$ cat src/conv_pkg.sv
`default_nettype none

package conv_pkg;

    ////////////////////////////////////////////////////////////
    // Engine sizes
    ////////////////////////////////////////////////////////////
    localparam int BIT_WIDTH     = 8;
    localparam int NUM_CHANNEL   = 3;
    localparam int NUM_KERNEL    = 4;
    localparam int NUM_TAP       = 3;
    localparam int TAP_IDX_WIDTH = 2;

    // Flat word widths at the top level
    localparam int PIXEL_WIDTH  = BIT_WIDTH * NUM_CHANNEL;
    localparam int WEIGHT_WIDTH = BIT_WIDTH * NUM_CHANNEL * NUM_KERNEL;
    localparam int PSUM_WIDTH   = BIT_WIDTH * NUM_KERNEL;

    ////////////////////////////////////////////////////////////
    // Data types
    ////////////////////////////////////////////////////////////
    typedef logic [BIT_WIDTH-1:0] sample_t;

    // Channel c at bits 8c and up
    typedef sample_t [NUM_CHANNEL-1:0] pixel_t;

    // Kernel n, channel c at offset 24n+8c
    typedef pixel_t [NUM_KERNEL-1:0] weight_t;

    typedef sample_t [NUM_KERNEL-1:0] psum_t;

    // Tap 0 holds the oldest pixel
    typedef pixel_t  [NUM_TAP-1:0] window_t;
    typedef weight_t [NUM_TAP-1:0] tap_weights_t;
    typedef psum_t   [NUM_TAP-1:0] tap_psum_t;

endpackage

`default_nettype wire

$ cat src/conv_if.sv
`timescale 1ns/10ps
`default_nettype none

////////////////////////////////////////////////////////////
// Pixel window, line buffer to PE array
////////////////////////////////////////////////////////////
interface pixel_window_if import conv_pkg::*; ();

    window_t win;
    // New pixel entered the window this cycle
    logic    win_val;
    // Window holds K pixels of the current line
    logic    win_ok;
    // Newest pixel is the last one of the line
    logic    win_last;

    modport src (
        output win,
        output win_val,
        output win_ok,
        output win_last
    );

    modport dst (
        input win,
        input win_val,
        input win_ok,
        input win_last
    );

endinterface

////////////////////////////////////////////////////////////
// Per-tap sums, PE array to router
////////////////////////////////////////////////////////////
interface tap_psum_if import conv_pkg::*; ();

    tap_psum_t tap_psum;
    // Window flags one stage later
    logic      psum_val;
    logic      psum_ok;
    logic      psum_last;

    modport src (
        output tap_psum,
        output psum_val,
        output psum_ok,
        output psum_last
    );

    modport dst (
        input tap_psum,
        input psum_val,
        input psum_ok,
        input psum_last
    );

endinterface

`default_nettype wire

$ cat src/line_window_buffer.sv
`timescale 1ns/10ps
`default_nettype none

module line_window_buffer import conv_pkg::*; #(
    parameter int CNT_WIDTH = 8
) (
    input  logic                     clk,
    input  logic                     rst,
    input  pixel_t                   i_data,
    input  logic                     i_data_take,
    input  logic [TAP_IDX_WIDTH-1:0] i_kernel_width,
    input  logic [CNT_WIDTH-1:0]     i_line_width,
    input  logic                     i_enable,
    pixel_window_if.src              win
);

    logic [CNT_WIDTH-1:0]     pix_idx;
    logic [CNT_WIDTH-1:0]     k_ext;
    logic [TAP_IDX_WIDTH-1:0] k_last;
    logic                     idx_last;

    assign k_ext    = CNT_WIDTH'(i_kernel_width);
    assign k_last   = i_kernel_width - 1'b1;
    assign idx_last = (pix_idx == i_line_width - 1'b1);

    // Pixel position within the line
    always_ff @(posedge clk) begin
        if (rst || !i_enable) begin
            pix_idx <= '0;
        end else if (i_data_take) begin
            pix_idx <= idx_last ? '0 : pix_idx + 1'b1;
        end
    end

    // Newest pixel lands on tap K-1, older ones move down toward tap 0.
    // Taps above K-1 are left alone, their weights read as zero
    always_ff @(posedge clk) begin
        if (i_data_take) begin
            for (int t = 0; t < NUM_TAP; t++) begin
                if (t == k_last) begin
                    win.win[t] <= i_data;
                end else if (t < k_last && t < NUM_TAP - 1) begin
                    win.win[t] <= win.win[t+1];
                end
            end
        end
    end

    // Flags registered together with the window
    always_ff @(posedge clk) begin
        if (rst) begin
            win.win_val  <= 1'b0;
            win.win_ok   <= 1'b0;
            win.win_last <= 1'b0;
        end else begin
            win.win_val  <= i_data_take;
            win.win_ok   <= i_data_take && (pix_idx >= k_ext - 1'b1);
            win.win_last <= i_data_take && idx_last;
        end
    end

endmodule

`default_nettype wire

$ cat src/weight_store.sv
`timescale 1ns/10ps
`default_nettype none

module weight_store import conv_pkg::*; (
    input  logic                     clk,
    input  logic                     rst,
    input  logic                     i_enable,
    input  logic                     i_done,
    input  logic [TAP_IDX_WIDTH-1:0] i_kernel_width,
    input  weight_t                  i_weight,
    input  logic                     i_weight_val,
    output logic                     o_weight_req,
    output tap_weights_t             o_tap_weights,
    output logic                     o_loaded
);

    tap_weights_t             w_reg;
    logic [TAP_IDX_WIDTH-1:0] w_cnt;
    logic                     w_take;
    logic                     w_cnt_last;

    assign w_take     = i_weight_val && o_weight_req;
    assign w_cnt_last = (w_cnt == i_kernel_width - 1'b1);

    ////////////////////////////////////////////////////////////
    // Request and load control
    ////////////////////////////////////////////////////////////
    always_ff @(posedge clk) begin
        if (rst || !i_enable) begin
            o_weight_req <= 1'b0;
            o_loaded     <= 1'b0;
            w_cnt        <= '0;
        end else if (w_take) begin
            if (w_cnt_last) begin
                // Last tap word, request drops on this edge
                w_cnt        <= '0;
                o_loaded     <= 1'b1;
                o_weight_req <= 1'b0;
            end else begin
                w_cnt <= w_cnt + 1'b1;
            end
        end else begin
            o_weight_req <= !o_loaded && !i_done;
        end
    end

    // Tap registers, written in arrival order
    always_ff @(posedge clk) begin
        if (w_take) begin
            w_reg[w_cnt] <= i_weight;
        end
    end

    // Unused taps read as zero
    for (genvar t = 0; t < NUM_TAP; t++) begin : g_mask
        assign o_tap_weights[t] = (TAP_IDX_WIDTH'(t) < i_kernel_width) ? w_reg[t] : '0;
    end

endmodule

`default_nettype wire

$ cat src/kernel_channel_pe.sv
`timescale 1ns/10ps
`default_nettype none

module kernel_channel_pe import conv_pkg::*; (
    input  logic    clk,
    input  pixel_t  i_pixel,
    input  weight_t i_weight,
    output psum_t   o_psum
);

    psum_t dot;

    ////////////////////////////////////////////////////////////
    // Channel dot product per kernel
    ////////////////////////////////////////////////////////////
    always_comb begin
        for (int n = 0; n < NUM_KERNEL; n++) begin
            dot[n] = '0;
            for (int c = 0; c < NUM_CHANNEL; c++) begin
                // Sum kept at sample width, wraps modulo 256
                dot[n] = dot[n] + sample_t'(i_pixel[c] * i_weight[n][c]);
            end
        end
    end

    always_ff @(posedge clk) begin
        o_psum <= dot;
    end

endmodule

`default_nettype wire

$ cat src/kcpe_array.sv
`timescale 1ns/10ps
`default_nettype none

module kcpe_array import conv_pkg::*; (
    input  logic         clk,
    input  logic         rst,
    input  tap_weights_t i_tap_weights,
    pixel_window_if.dst  win,
    tap_psum_if.src      tp
);

    tap_psum_t pe_psum;

    ////////////////////////////////////////////////////////////
    // One PE per window tap
    ////////////////////////////////////////////////////////////
    for (genvar t = 0; t < NUM_TAP; t++) begin : g_pe
        kernel_channel_pe u_pe (
            .clk      (clk),
            .i_pixel  (win.win[t]),
            .i_weight (i_tap_weights[t]),
            .o_psum   (pe_psum[t])
        );
    end

    assign tp.tap_psum = pe_psum;

    // Flags follow the PE register stage
    always_ff @(posedge clk) begin
        if (rst) begin
            tp.psum_val  <= 1'b0;
            tp.psum_ok   <= 1'b0;
            tp.psum_last <= 1'b0;
        end else begin
            tp.psum_val  <= win.win_val;
            tp.psum_ok   <= win.win_ok;
            tp.psum_last <= win.win_last;
        end
    end

endmodule

`default_nettype wire

$ cat src/result_router.sv
`timescale 1ns/10ps
`default_nettype none

module result_router import conv_pkg::*; (
    input  logic    clk,
    input  logic    rst,
    tap_psum_if.dst tp,
    output psum_t   o_psum,
    output logic    o_psum_val,
    output logic    o_psum_end
);

    psum_t total;
    logic  pos_ok;

    ////////////////////////////////////////////////////////////
    // Tap sums per kernel
    ////////////////////////////////////////////////////////////
    always_comb begin
        for (int n = 0; n < NUM_KERNEL; n++) begin
            total[n] = '0;
            for (int t = 0; t < NUM_TAP; t++) begin
                total[n] = total[n] + tp.tap_psum[t][n];
            end
        end
    end

    // Positions before K-1 never reach the output
    assign pos_ok = tp.psum_val && tp.psum_ok;

    always_ff @(posedge clk) begin
        o_psum <= total;
    end

    always_ff @(posedge clk) begin
        if (rst) begin
            o_psum_val <= 1'b0;
            o_psum_end <= 1'b0;
        end else begin
            o_psum_val <= pos_ok;
            o_psum_end <= pos_ok && tp.psum_last;
        end
    end

endmodule

`default_nettype wire

$ cat src/engine_ctrl.sv
`timescale 1ns/10ps
`default_nettype none

module engine_ctrl #(
    parameter int CNT_WIDTH = 8
) (
    input  logic                 clk,
    input  logic                 rst,
    input  logic                 i_enable,
    input  logic                 i_loaded,
    input  logic                 i_psum_end,
    input  logic [CNT_WIDTH-1:0] i_num_lines,
    output logic                 o_data_req,
    output logic                 o_done
);

    logic [CNT_WIDTH-1:0] line_cnt;
    logic                 final_end;

    // L-th line end seen this cycle
    assign final_end = i_psum_end && (line_cnt == i_num_lines - 1'b1);

    ////////////////////////////////////////////////////////////
    // Line count and done
    ////////////////////////////////////////////////////////////
    always_ff @(posedge clk) begin
        if (rst || !i_enable) begin
            line_cnt <= '0;
            o_done   <= 1'b0;
        end else if (final_end) begin
            o_done <= 1'b1;
        end else if (i_psum_end && !o_done) begin
            line_cnt <= line_cnt + 1'b1;
        end
    end

    // Data request drops on the same edge that raises done
    always_ff @(posedge clk) begin
        if (rst) begin
            o_data_req <= 1'b0;
        end else begin
            o_data_req <= i_enable && i_loaded && !o_done && !final_end;
        end
    end

endmodule

`default_nettype wire

$ cat src/line_conv_engine.sv
`timescale 1ns/10ps
`default_nettype none

module line_conv_engine import conv_pkg::*; #(
    parameter int CNT_WIDTH = 8
) (
    input  logic                     clk,
    input  logic                     rst,
    input  logic                     i_enable,
    input  logic [TAP_IDX_WIDTH-1:0] i_conf_kernel_width,
    input  logic [CNT_WIDTH-1:0]     i_conf_line_width,
    input  logic [CNT_WIDTH-1:0]     i_conf_num_lines,
    input  logic [WEIGHT_WIDTH-1:0]  i_weight,
    input  logic                     i_weight_val,
    input  logic [PIXEL_WIDTH-1:0]   i_data,
    input  logic                     i_data_val,
    output logic                     o_weight_req,
    output logic                     o_data_req,
    output logic [PSUM_WIDTH-1:0]    o_psum,
    output logic                     o_psum_val,
    output logic                     o_psum_end,
    output logic                     o_done
);

    pixel_t       data_px;
    weight_t      weight_word;
    psum_t        out_psum;
    tap_weights_t tap_weights;
    logic         weights_loaded;
    logic         data_take;

    pixel_window_if u_win_if ();
    tap_psum_if     u_tp_if ();

    ////////////////////////////////////////////////////////////
    // Word casts and pixel take strobe
    ////////////////////////////////////////////////////////////
    assign data_px     = pixel_t'(i_data);
    assign weight_word = weight_t'(i_weight);
    assign o_psum      = out_psum;
    assign data_take   = i_data_val && o_data_req;

    ////////////////////////////////////////////////////////////
    // Datapath
    ////////////////////////////////////////////////////////////
    line_window_buffer #(
        .CNT_WIDTH (CNT_WIDTH)
    ) u_window (
        .clk            (clk),
        .rst            (rst),
        .i_data         (data_px),
        .i_data_take    (data_take),
        .i_kernel_width (i_conf_kernel_width),
        .i_line_width   (i_conf_line_width),
        .i_enable       (i_enable),
        .win            (u_win_if.src)
    );

    weight_store u_weights (
        .clk            (clk),
        .rst            (rst),
        .i_enable       (i_enable),
        .i_done         (o_done),
        .i_kernel_width (i_conf_kernel_width),
        .i_weight       (weight_word),
        .i_weight_val   (i_weight_val),
        .o_weight_req   (o_weight_req),
        .o_tap_weights  (tap_weights),
        .o_loaded       (weights_loaded)
    );

    kcpe_array u_pe_array (
        .clk           (clk),
        .rst           (rst),
        .i_tap_weights (tap_weights),
        .win           (u_win_if.dst),
        .tp            (u_tp_if.src)
    );

    result_router u_router (
        .clk        (clk),
        .rst        (rst),
        .tp         (u_tp_if.dst),
        .o_psum     (out_psum),
        .o_psum_val (o_psum_val),
        .o_psum_end (o_psum_end)
    );

    // Control
    engine_ctrl #(
        .CNT_WIDTH (CNT_WIDTH)
    ) u_ctrl (
        .clk         (clk),
        .rst         (rst),
        .i_enable    (i_enable),
        .i_loaded    (weights_loaded),
        .i_psum_end  (o_psum_end),
        .i_num_lines (i_conf_num_lines),
        .o_data_req  (o_data_req),
        .o_done      (o_done)
    );

endmodule

`default_nettype wire

$ cat config.mk
export PLATFORM = sky130hd
export DESIGN_NAME = line_conv_engine
export DESIGN_NICKNAME = d
export VERILOG_FILES = /design/src/conv_pkg.sv /design/src/conv_if.sv /design/src/line_window_buffer.sv /design/src/weight_store.sv /design/src/kernel_channel_pe.sv /design/src/kcpe_array.sv /design/src/result_router.sv /design/src/engine_ctrl.sv /design/src/line_conv_engine.sv
export SDC_FILE = /design/constraint.sdc
export NUM_CORES = 2
export LEC_CHECK = 0
export ABC_AREA = 1
export BUFFER_PORTS_ARGS = -buffer_cell sky130_fd_sc_hd__clkbuf_2
export CAP_MARGIN = 20
export CORE_MARGIN = 1.5
export CORE_UTILIZATION = 35
export CTS_CLUSTER_DIAMETER = 60
export DETAILED_ROUTE_END_ITERATION = 10
export SLEW_MARGIN = 5
export SYNTH_ARGS = -nofsm -noshare
export SYNTH_HDL_FRONTEND = slang
export SYNTH_SLANG_ARGS = --single-unit
$ cat constraint.sdc
create_clock -name clk -period 15.4 [get_ports clk]
set_input_delay 2.31 -clock clk [delete_from_list [all_inputs] [get_ports clk]]
set_output_delay 2.31 -clock clk [all_outputs]
set_load 0.05 [all_outputs]
Word-level counts from Yosys, hierarchy flattened
Index checks and enable logic that the tools add are counted.
- equality and inequality tests: 6
- order comparisons: 8
- reductions and logical operators: 26
- bitwise operators: 1
- multiply operators: 36
- muxes and demuxes: 14
- add/sub/neg operators: 39
- operators by type and width (cell ; count):
    2-to-1 mux 96 bit ; 4
    bitwise mux 288 bit ; 1
    multiplier 8 x 8 -> 8 bit ; 36
    adder 8 bit ; 32
    demux 96 bit (select 2 bit) ; 1
    2-to-1 mux 24 bit ; 4
    adder 8 x 1 -> 8 bit (second input constant) ; 2
    equality test 8 bit ; 2
    subtractor 8 x 1 -> 8 bit (second input constant) ; 2
    logical AND 1 bit ; 13
    AND reduction 2 bit ; 5
    greater-or-equal comparator 8 bit ; 1
    < comparator 1 x 2 -> 1 bit (first input constant) ; 4
    2-to-1 mux 8 bit ; 1
    logical NOT 1 bit ; 4
    nonzero test 2 bit ; 2
    < comparator 2 x 3 -> 1 bit (second input constant) ; 1
    subtractor 2 x 1 -> 3 bit (second input constant) ; 1
    adder 2 x 1 -> 2 bit (second input constant) ; 1
    equality test 1 x 2 -> 1 bit (first input constant) ; 1
    equality test 2 bit ; 1
    equality test 2 bit (first input constant) ; 1
    greater-or-equal comparator 2 x 1 -> 1 bit (second input constant) ; 1
    logical NOT 2 bit ; 1
    other kinds (7) ; 8
- logic and storage cells: 206
- output and inout port bits: 37
- register bits after elaboration: 518

Logic depth before layout (Yosys ltp)
- depth in word-level cells: 5
- depth in mapped cells: 38

Cells and area by module
A second synthesis with hierarchy kept.
- cells, all modules: 7771
- area total of the unflattened synthesis: 60991.0 sq um
- by module, submodules not included (module ; cells an instance ; times used ; area an instance (sq um) ; seq. area each (sq um)):
    kernel_channel_pe at u_pe_array.g_pe[1].u_pe ; 2010 ; 1 ; 14022.2 ; 640.6
    kernel_channel_pe at u_pe_array.g_pe[2].u_pe ; 2012 ; 1 ; 13994.7 ; 640.6
    kernel_channel_pe at u_pe_array.g_pe[0].u_pe ; 1978 ; 1 ; 13894.6 ; 640.6
    weight_store ; 942 ; 1 ; 11383.4 ; 8728.4
    line_window_buffer ; 322 ; 1 ; 3918.8 ; 2382.3
    result_router ; 360 ; 1 ; 2802.7 ; 680.7
    engine_ctrl ; 136 ; 1 ; 884.6 ; 200.2
    kcpe_array ; 9 ; 1 ; 82.6 ; 60.1
    line_conv_engine ; 2 ; 1 ; 7.5 ; 0.0

Least setup slack after synthesis
OpenSTA, ideal clock, no wires.
- path kind: in2reg
- start point: input i_conf_kernel_width[1]
- end point: register u_pe_array.g_pe[0].u_pe.o_psum[7] in the netlist's numbering
- cell stages on the path: 32
- data required time: 15.288 ns
- arrival time: 8.853 ns
- path buffers: 5
- path slack: 6.435 ns
- cell sequence: buf_4 -> inv_2 -> ha_1 -> inv_2 -> buf_2 -> buf_2 -> buf_1 -> clkbuf_1 -> nand3_1 -> fa_1 -> fa_1 -> fa_1 -> inv_1 -> fa_1 -> fa_1 -> fa_1 -> inv_1 -> fa_1 -> inv_1 -> ha_1 -> nand2_1 -> nand2_1 -> a21oi_1 -> nand3b_1 -> nand2_1 -> xor2_1 -> nand2_1 -> nand2_1 -> nor2_1 -> nor2_1 -> nand2_1 -> nand2_1
- RTL lines (element ; line ; source):
    from (decl) ; line_conv_engine.sv:10 ; input logic [TAP_IDX_WIDTH-1:0] i_conf_kernel_width,
    to (signal assigned) ; kernel_channel_pe.sv:27 ; o_psum <= dot;
    to (decl) ; kernel_channel_pe.sv:8 ; output psum_t o_psum

==> impl_metrics.csv <==
group,metric,value,unit
sta,slew_viol_final,0,
setup_path,worstPathRequired,15990,ps
floorplan,fp.dieW,406,um
sta,final-hold-violation-count,0,
final_layout,area.growth.synth_to_final,11.1,%
routing,drt-vias-per-instance,4.97,
final_layout,nNetsFinal,8407,
power,netSwitchingFraction,40.2,%
routing,drt_pre_antenna_iters,8,
floorplan,num_rows,147,
yosys,synth.distinct_cells,39,
clock_network,ctsHtreeMaxLevel,3,
setup_path,cp_slowest_stage_delay,650,ps
power,power_frac_clock,31.7,%
setup_path,timing.rr.end,"u_pe_array.g_pe[0].u_pe.o_psum[31]",
sta,min_cycle_time_layout,9720,ps
placed_design,place.port_buffers,179,
power,irDropWorstVdd,118,uV
hold_path,hold_start,"u_window.win.win_last",
global_routing,grt_pass1_wl,310000,um
hold_path,holdPathStages,2,
clock_network,clock_edge_transition_at_the_registers_on_the_reported_setup_and_hold_paths,60,ps
yosys,synth_seq_cells,518,
floorplan,die_h,406,um
routing,vias,45800,
sta,final.period_utilization,63.1,%
setup_path,worst-endpoint-arrival,10300,ps
routing,detail_route.wirelength,217000,um
clock_network,buffer_cell_driving_the_clock_tree_root,"sky130_fd_sc_hd__clkbuf_16",
routing,dr_drc_count,0,
clock_network,cts_tree,"done",
yosys,proportion_of_netlist_area_held_by_the_largest_area_contributor,23.1,%
setup_path,crit_path_max_fanout,58,
setup_path,ff_to_ff_path_depth,22,
yosys,synthesis.nets,8219,
final_layout,fraction_of_final_layout_cells_with_drive_strength_greater_than_1,6.23,%
floorplan,top_level_ports,180,
routing,wl_per_cell,23.5,um
setup_path,crit_path_frequent_cell,"sky130_fd_sc_hd__nand2_1",
power,seqPwrFrac,29.0,%
floorplan,dieArea,165000,sq um
setup_path,regToRegStartpoint,"u_window.win.win[1]",
global_routing,number_of_global_route_vias_before_repair,45700,
power,comb_power_share,39.2,%
placed_design,placer_congestion_estimate,1.00,
placed_design,place_hpwl,176000,um
floorplan,initial_utilization,35.3,%
yosys,syn_area_per_cell,8.38,sq um
final_layout,postLayoutCoreUtil,39.3,%
setup_path,crit_slowest_cell,"sky130_fd_sc_hd__buf_4",
routing,dr.first_iter.drc_count,4871,
hold_path,hold_path.class,"flip-flop to flip-flop",
yosys,syn_area,56800,sq um
clock_network,cts_made_buffers,83,
hold_path,hold-path-endpoint,"u_pe_array.tp.psum_last",
setup_path,path_class,"input pin to flip-flop",
yosys,synth_top_area_cell,"sky130_fd_sc_hd__fa_1",
yosys,yosysSeqAreaShare,24.6,%
sta,max_clock_freq,103,MHz
sta,finalSetupViolCount,0,
setup_path,worst_setup_path_start_kind,"input pin",
yosys,syn-instance-count,6776,
clock_network,cts-root-to-sink-buffers,3,
global_routing,gr-usage-all-layers,26.5,%
sta,timing_worst_slew_pin_value,1200,ps
power,cellLeakagePower,0.0319,uW
power,power_switching,2450,uW
clock_network,postCtsSetupBuffers,0,
outcome,run_status,"finished, final reports clean",
sta,rsz_0062_raised_after_global_routing,"no",
clock_network,cts.sink_count,518,
global_routing,grt_overflow,0,
sta,timing.max_slew.rel_slack,20.1,%
power,cellPowerDensity,96.4,nW/um^2
setup_path,r2r_slack,7820,ps
sta,skew,45.0,ps
clock_network,worstSkewPairLatency,700,ps
clock_network,cts.repair.resized,0,
yosys,synthTopCellsByArea,"sky130_fd_sc_hd__fa_1, sky130_fd_sc_hd__edfxtp_1, sky130_fd_sc_hd__ha_1",
sta,hold_ws,407,ps
yosys,synthesis.yosys.warnings,0,
power,cell_internal_pwr,3640,uW
sta,fin_setup_tns,0,ps
global_routing,antenna_found_initial,51,
setup_path,worstSetupEndpointType,"flip-flop",
run,maxCapViolCount,0,
routing,ant_nets,0,
floorplan,core_area,161000,sq um
global_routing,grt_start_max_net_pins,62,
clock_network,cts_hold_buf,0,
final_layout,largest_reg_flops,288,
power groups by stage:
stage	clock, uW	combinational [uW]	sequential (uW)
after CTS	1970	2420	1770
after floorplan	0	1500	1870
after global routing	2020	2680	1780
after global placement	0	2360	1800
after detailed placement	0	2390	1790
final	1930	2390	1770
worst max-delay path by stage:
stage,start,end,slack (ps),cells after the start
CTS,i_conf_kernel_width[1],u_pe_array.g_pe[2].u_pe.o_psum[7],5830,30
global placement,i_conf_kernel_width[1],u_pe_array.g_pe[2].u_pe.o_psum[7],5310,30
floorplan,i_conf_kernel_width[1],u_pe_array.g_pe[0].u_pe.o_psum[7],6430,32
detailed placement,i_conf_kernel_width[1],u_pe_array.g_pe[2].u_pe.o_psum[7],5090,30
global route,i_conf_kernel_width[1],u_pe_array.g_pe[2].u_pe.o_psum[7],5470,30
finish,i_conf_kernel_width[1],u_pe_array.g_pe[2].u_pe.o_psum[7],5680,30
placed cells by master, fill, tap and decap left out, drive strengths merged, types with 165 or more instances in the layout:
cell type,count
xnor2,165
nand2,1448
xor2,198
edfxtp,360
nand3,312
nor2,814
ha,644
inv,1590
clkbuf,277
fa,656
per-layer routing:
metal / vias up / wire length [um] / share of wire, % / GRT usage, %
li1: 20800 / - / - / -
met1: 22200 / 87000 / 40 / 35.0
met2: 2276 / 95100 / 44 / 41.2
met3: 468 / 21700 / 10 / 5.09
met4: 10 / 12800 / 5.9 / 13.8
met5: - / 81 / 0.037 / 0
synth_stat cells:
library cell,n
sky130_fd_sc_hd__nor2_1,805
sky130_fd_sc_hd__ha_1,644
sky130_fd_sc_hd__or2_1,4
sky130_fd_sc_hd__nand3_1,311
sky130_fd_sc_hd__nand3_2,1
sky130_fd_sc_hd__clkbuf_1,84
sky130_fd_sc_hd__nor2_4,1
sky130_fd_sc_hd__buf_1,15
sky130_fd_sc_hd__buf_4,8
sky130_fd_sc_hd__nand3b_1,47
sky130_fd_sc_hd__o21bai_1,3
sky130_fd_sc_hd__a21o_1,4
sky130_fd_sc_hd__nor3b_1,1
sky130_fd_sc_hd__edfxtp_1,360
sky130_fd_sc_hd__clkinv_1,18
sky130_fd_sc_hd__inv_2,5
sky130_fd_sc_hd__nand2b_1,5
sky130_fd_sc_hd__xnor2_1,164
sky130_fd_sc_hd__nand4_1,31
sky130_fd_sc_hd__xor2_1,198
sky130_fd_sc_hd__inv_1,1557
sky130_fd_sc_hd__nor3_1,43
sky130_fd_sc_hd__nand2_4,1
sky130_fd_sc_hd__o21ai_0,93
sky130_fd_sc_hd__fa_1,656
sky130_fd_sc_hd__mux2_2,2
sky130_fd_sc_hd__a21oi_1,39
sky130_fd_sc_hd__nand2_2,7
sky130_fd_sc_hd__buf_2,25
sky130_fd_sc_hd__o21ai_1,4
sky130_fd_sc_hd__a211oi_1,4
sky130_fd_sc_hd__buf_6,8
sky130_fd_sc_hd__dfxtp_1,158
sky130_fd_sc_hd__a21boi_0,1
sky130_fd_sc_hd__nor2_2,8
sky130_fd_sc_hd__nand2_1,1440
sky130_fd_sc_hd__a31oi_1,4
sky130_fd_sc_hd__or2_2,16
sky130_fd_sc_hd__xnor2_2,1
critical path: cells and delay by family:
family	cells	cell delay, ps
AOI/OAI and AO/OA	1	170
and+or+nand+nor	12	1380
adders and majority gates	9	4390
buffers and inverters	7	1770
xor gates and xnor gates	1	220
cell families (layout without fill, tap and decap cells):
family / count (synthesis) / after routing / synth area share [%]
and+or+nand+nor: 2721 / 2721 / 19.4
muxes: 2 / 2 / 0.0397
buffers and inverters: 1720 / 1979 / 11.6
xor gates and xnor gates: 363 / 363 / 5.61
DFF: 518 / 518 / 24.6
adders and majority gates: 1300 / 1300 / 37.3
other: 0 / 16 / 0
AOI/OAI and AO/OA: 152 / 152 / 1.40
stage by stage:
step | instance area, sq um | instances | worst slack (ps) | total power, uW
after floorplan | 56800 | 6776 | 6430 | 3370
after global placement | 60300 | 9038 | 5310 | 4160
after detailed placement | 60300 | 9038 | 5090 | 4180
after CTS | 63100 | 9194 | 5830 | 6150
after global routing | 63100 | 9202 | 5470 | 6480
final | 63100 | 9211 | 5680 | 6090
final cells by class:
class	count	area (sq um)
antenna	16	40.0
inverter	1580	5930
sequential	518	14000
tap	2160	2700
fill	16400	97600
timing repair buffer	243	1380
clock buffer	98	2190
multi-input combinational	4538	36300
clock inverter	58	611
Note: power is estimated with default switching activity, not from simulation.
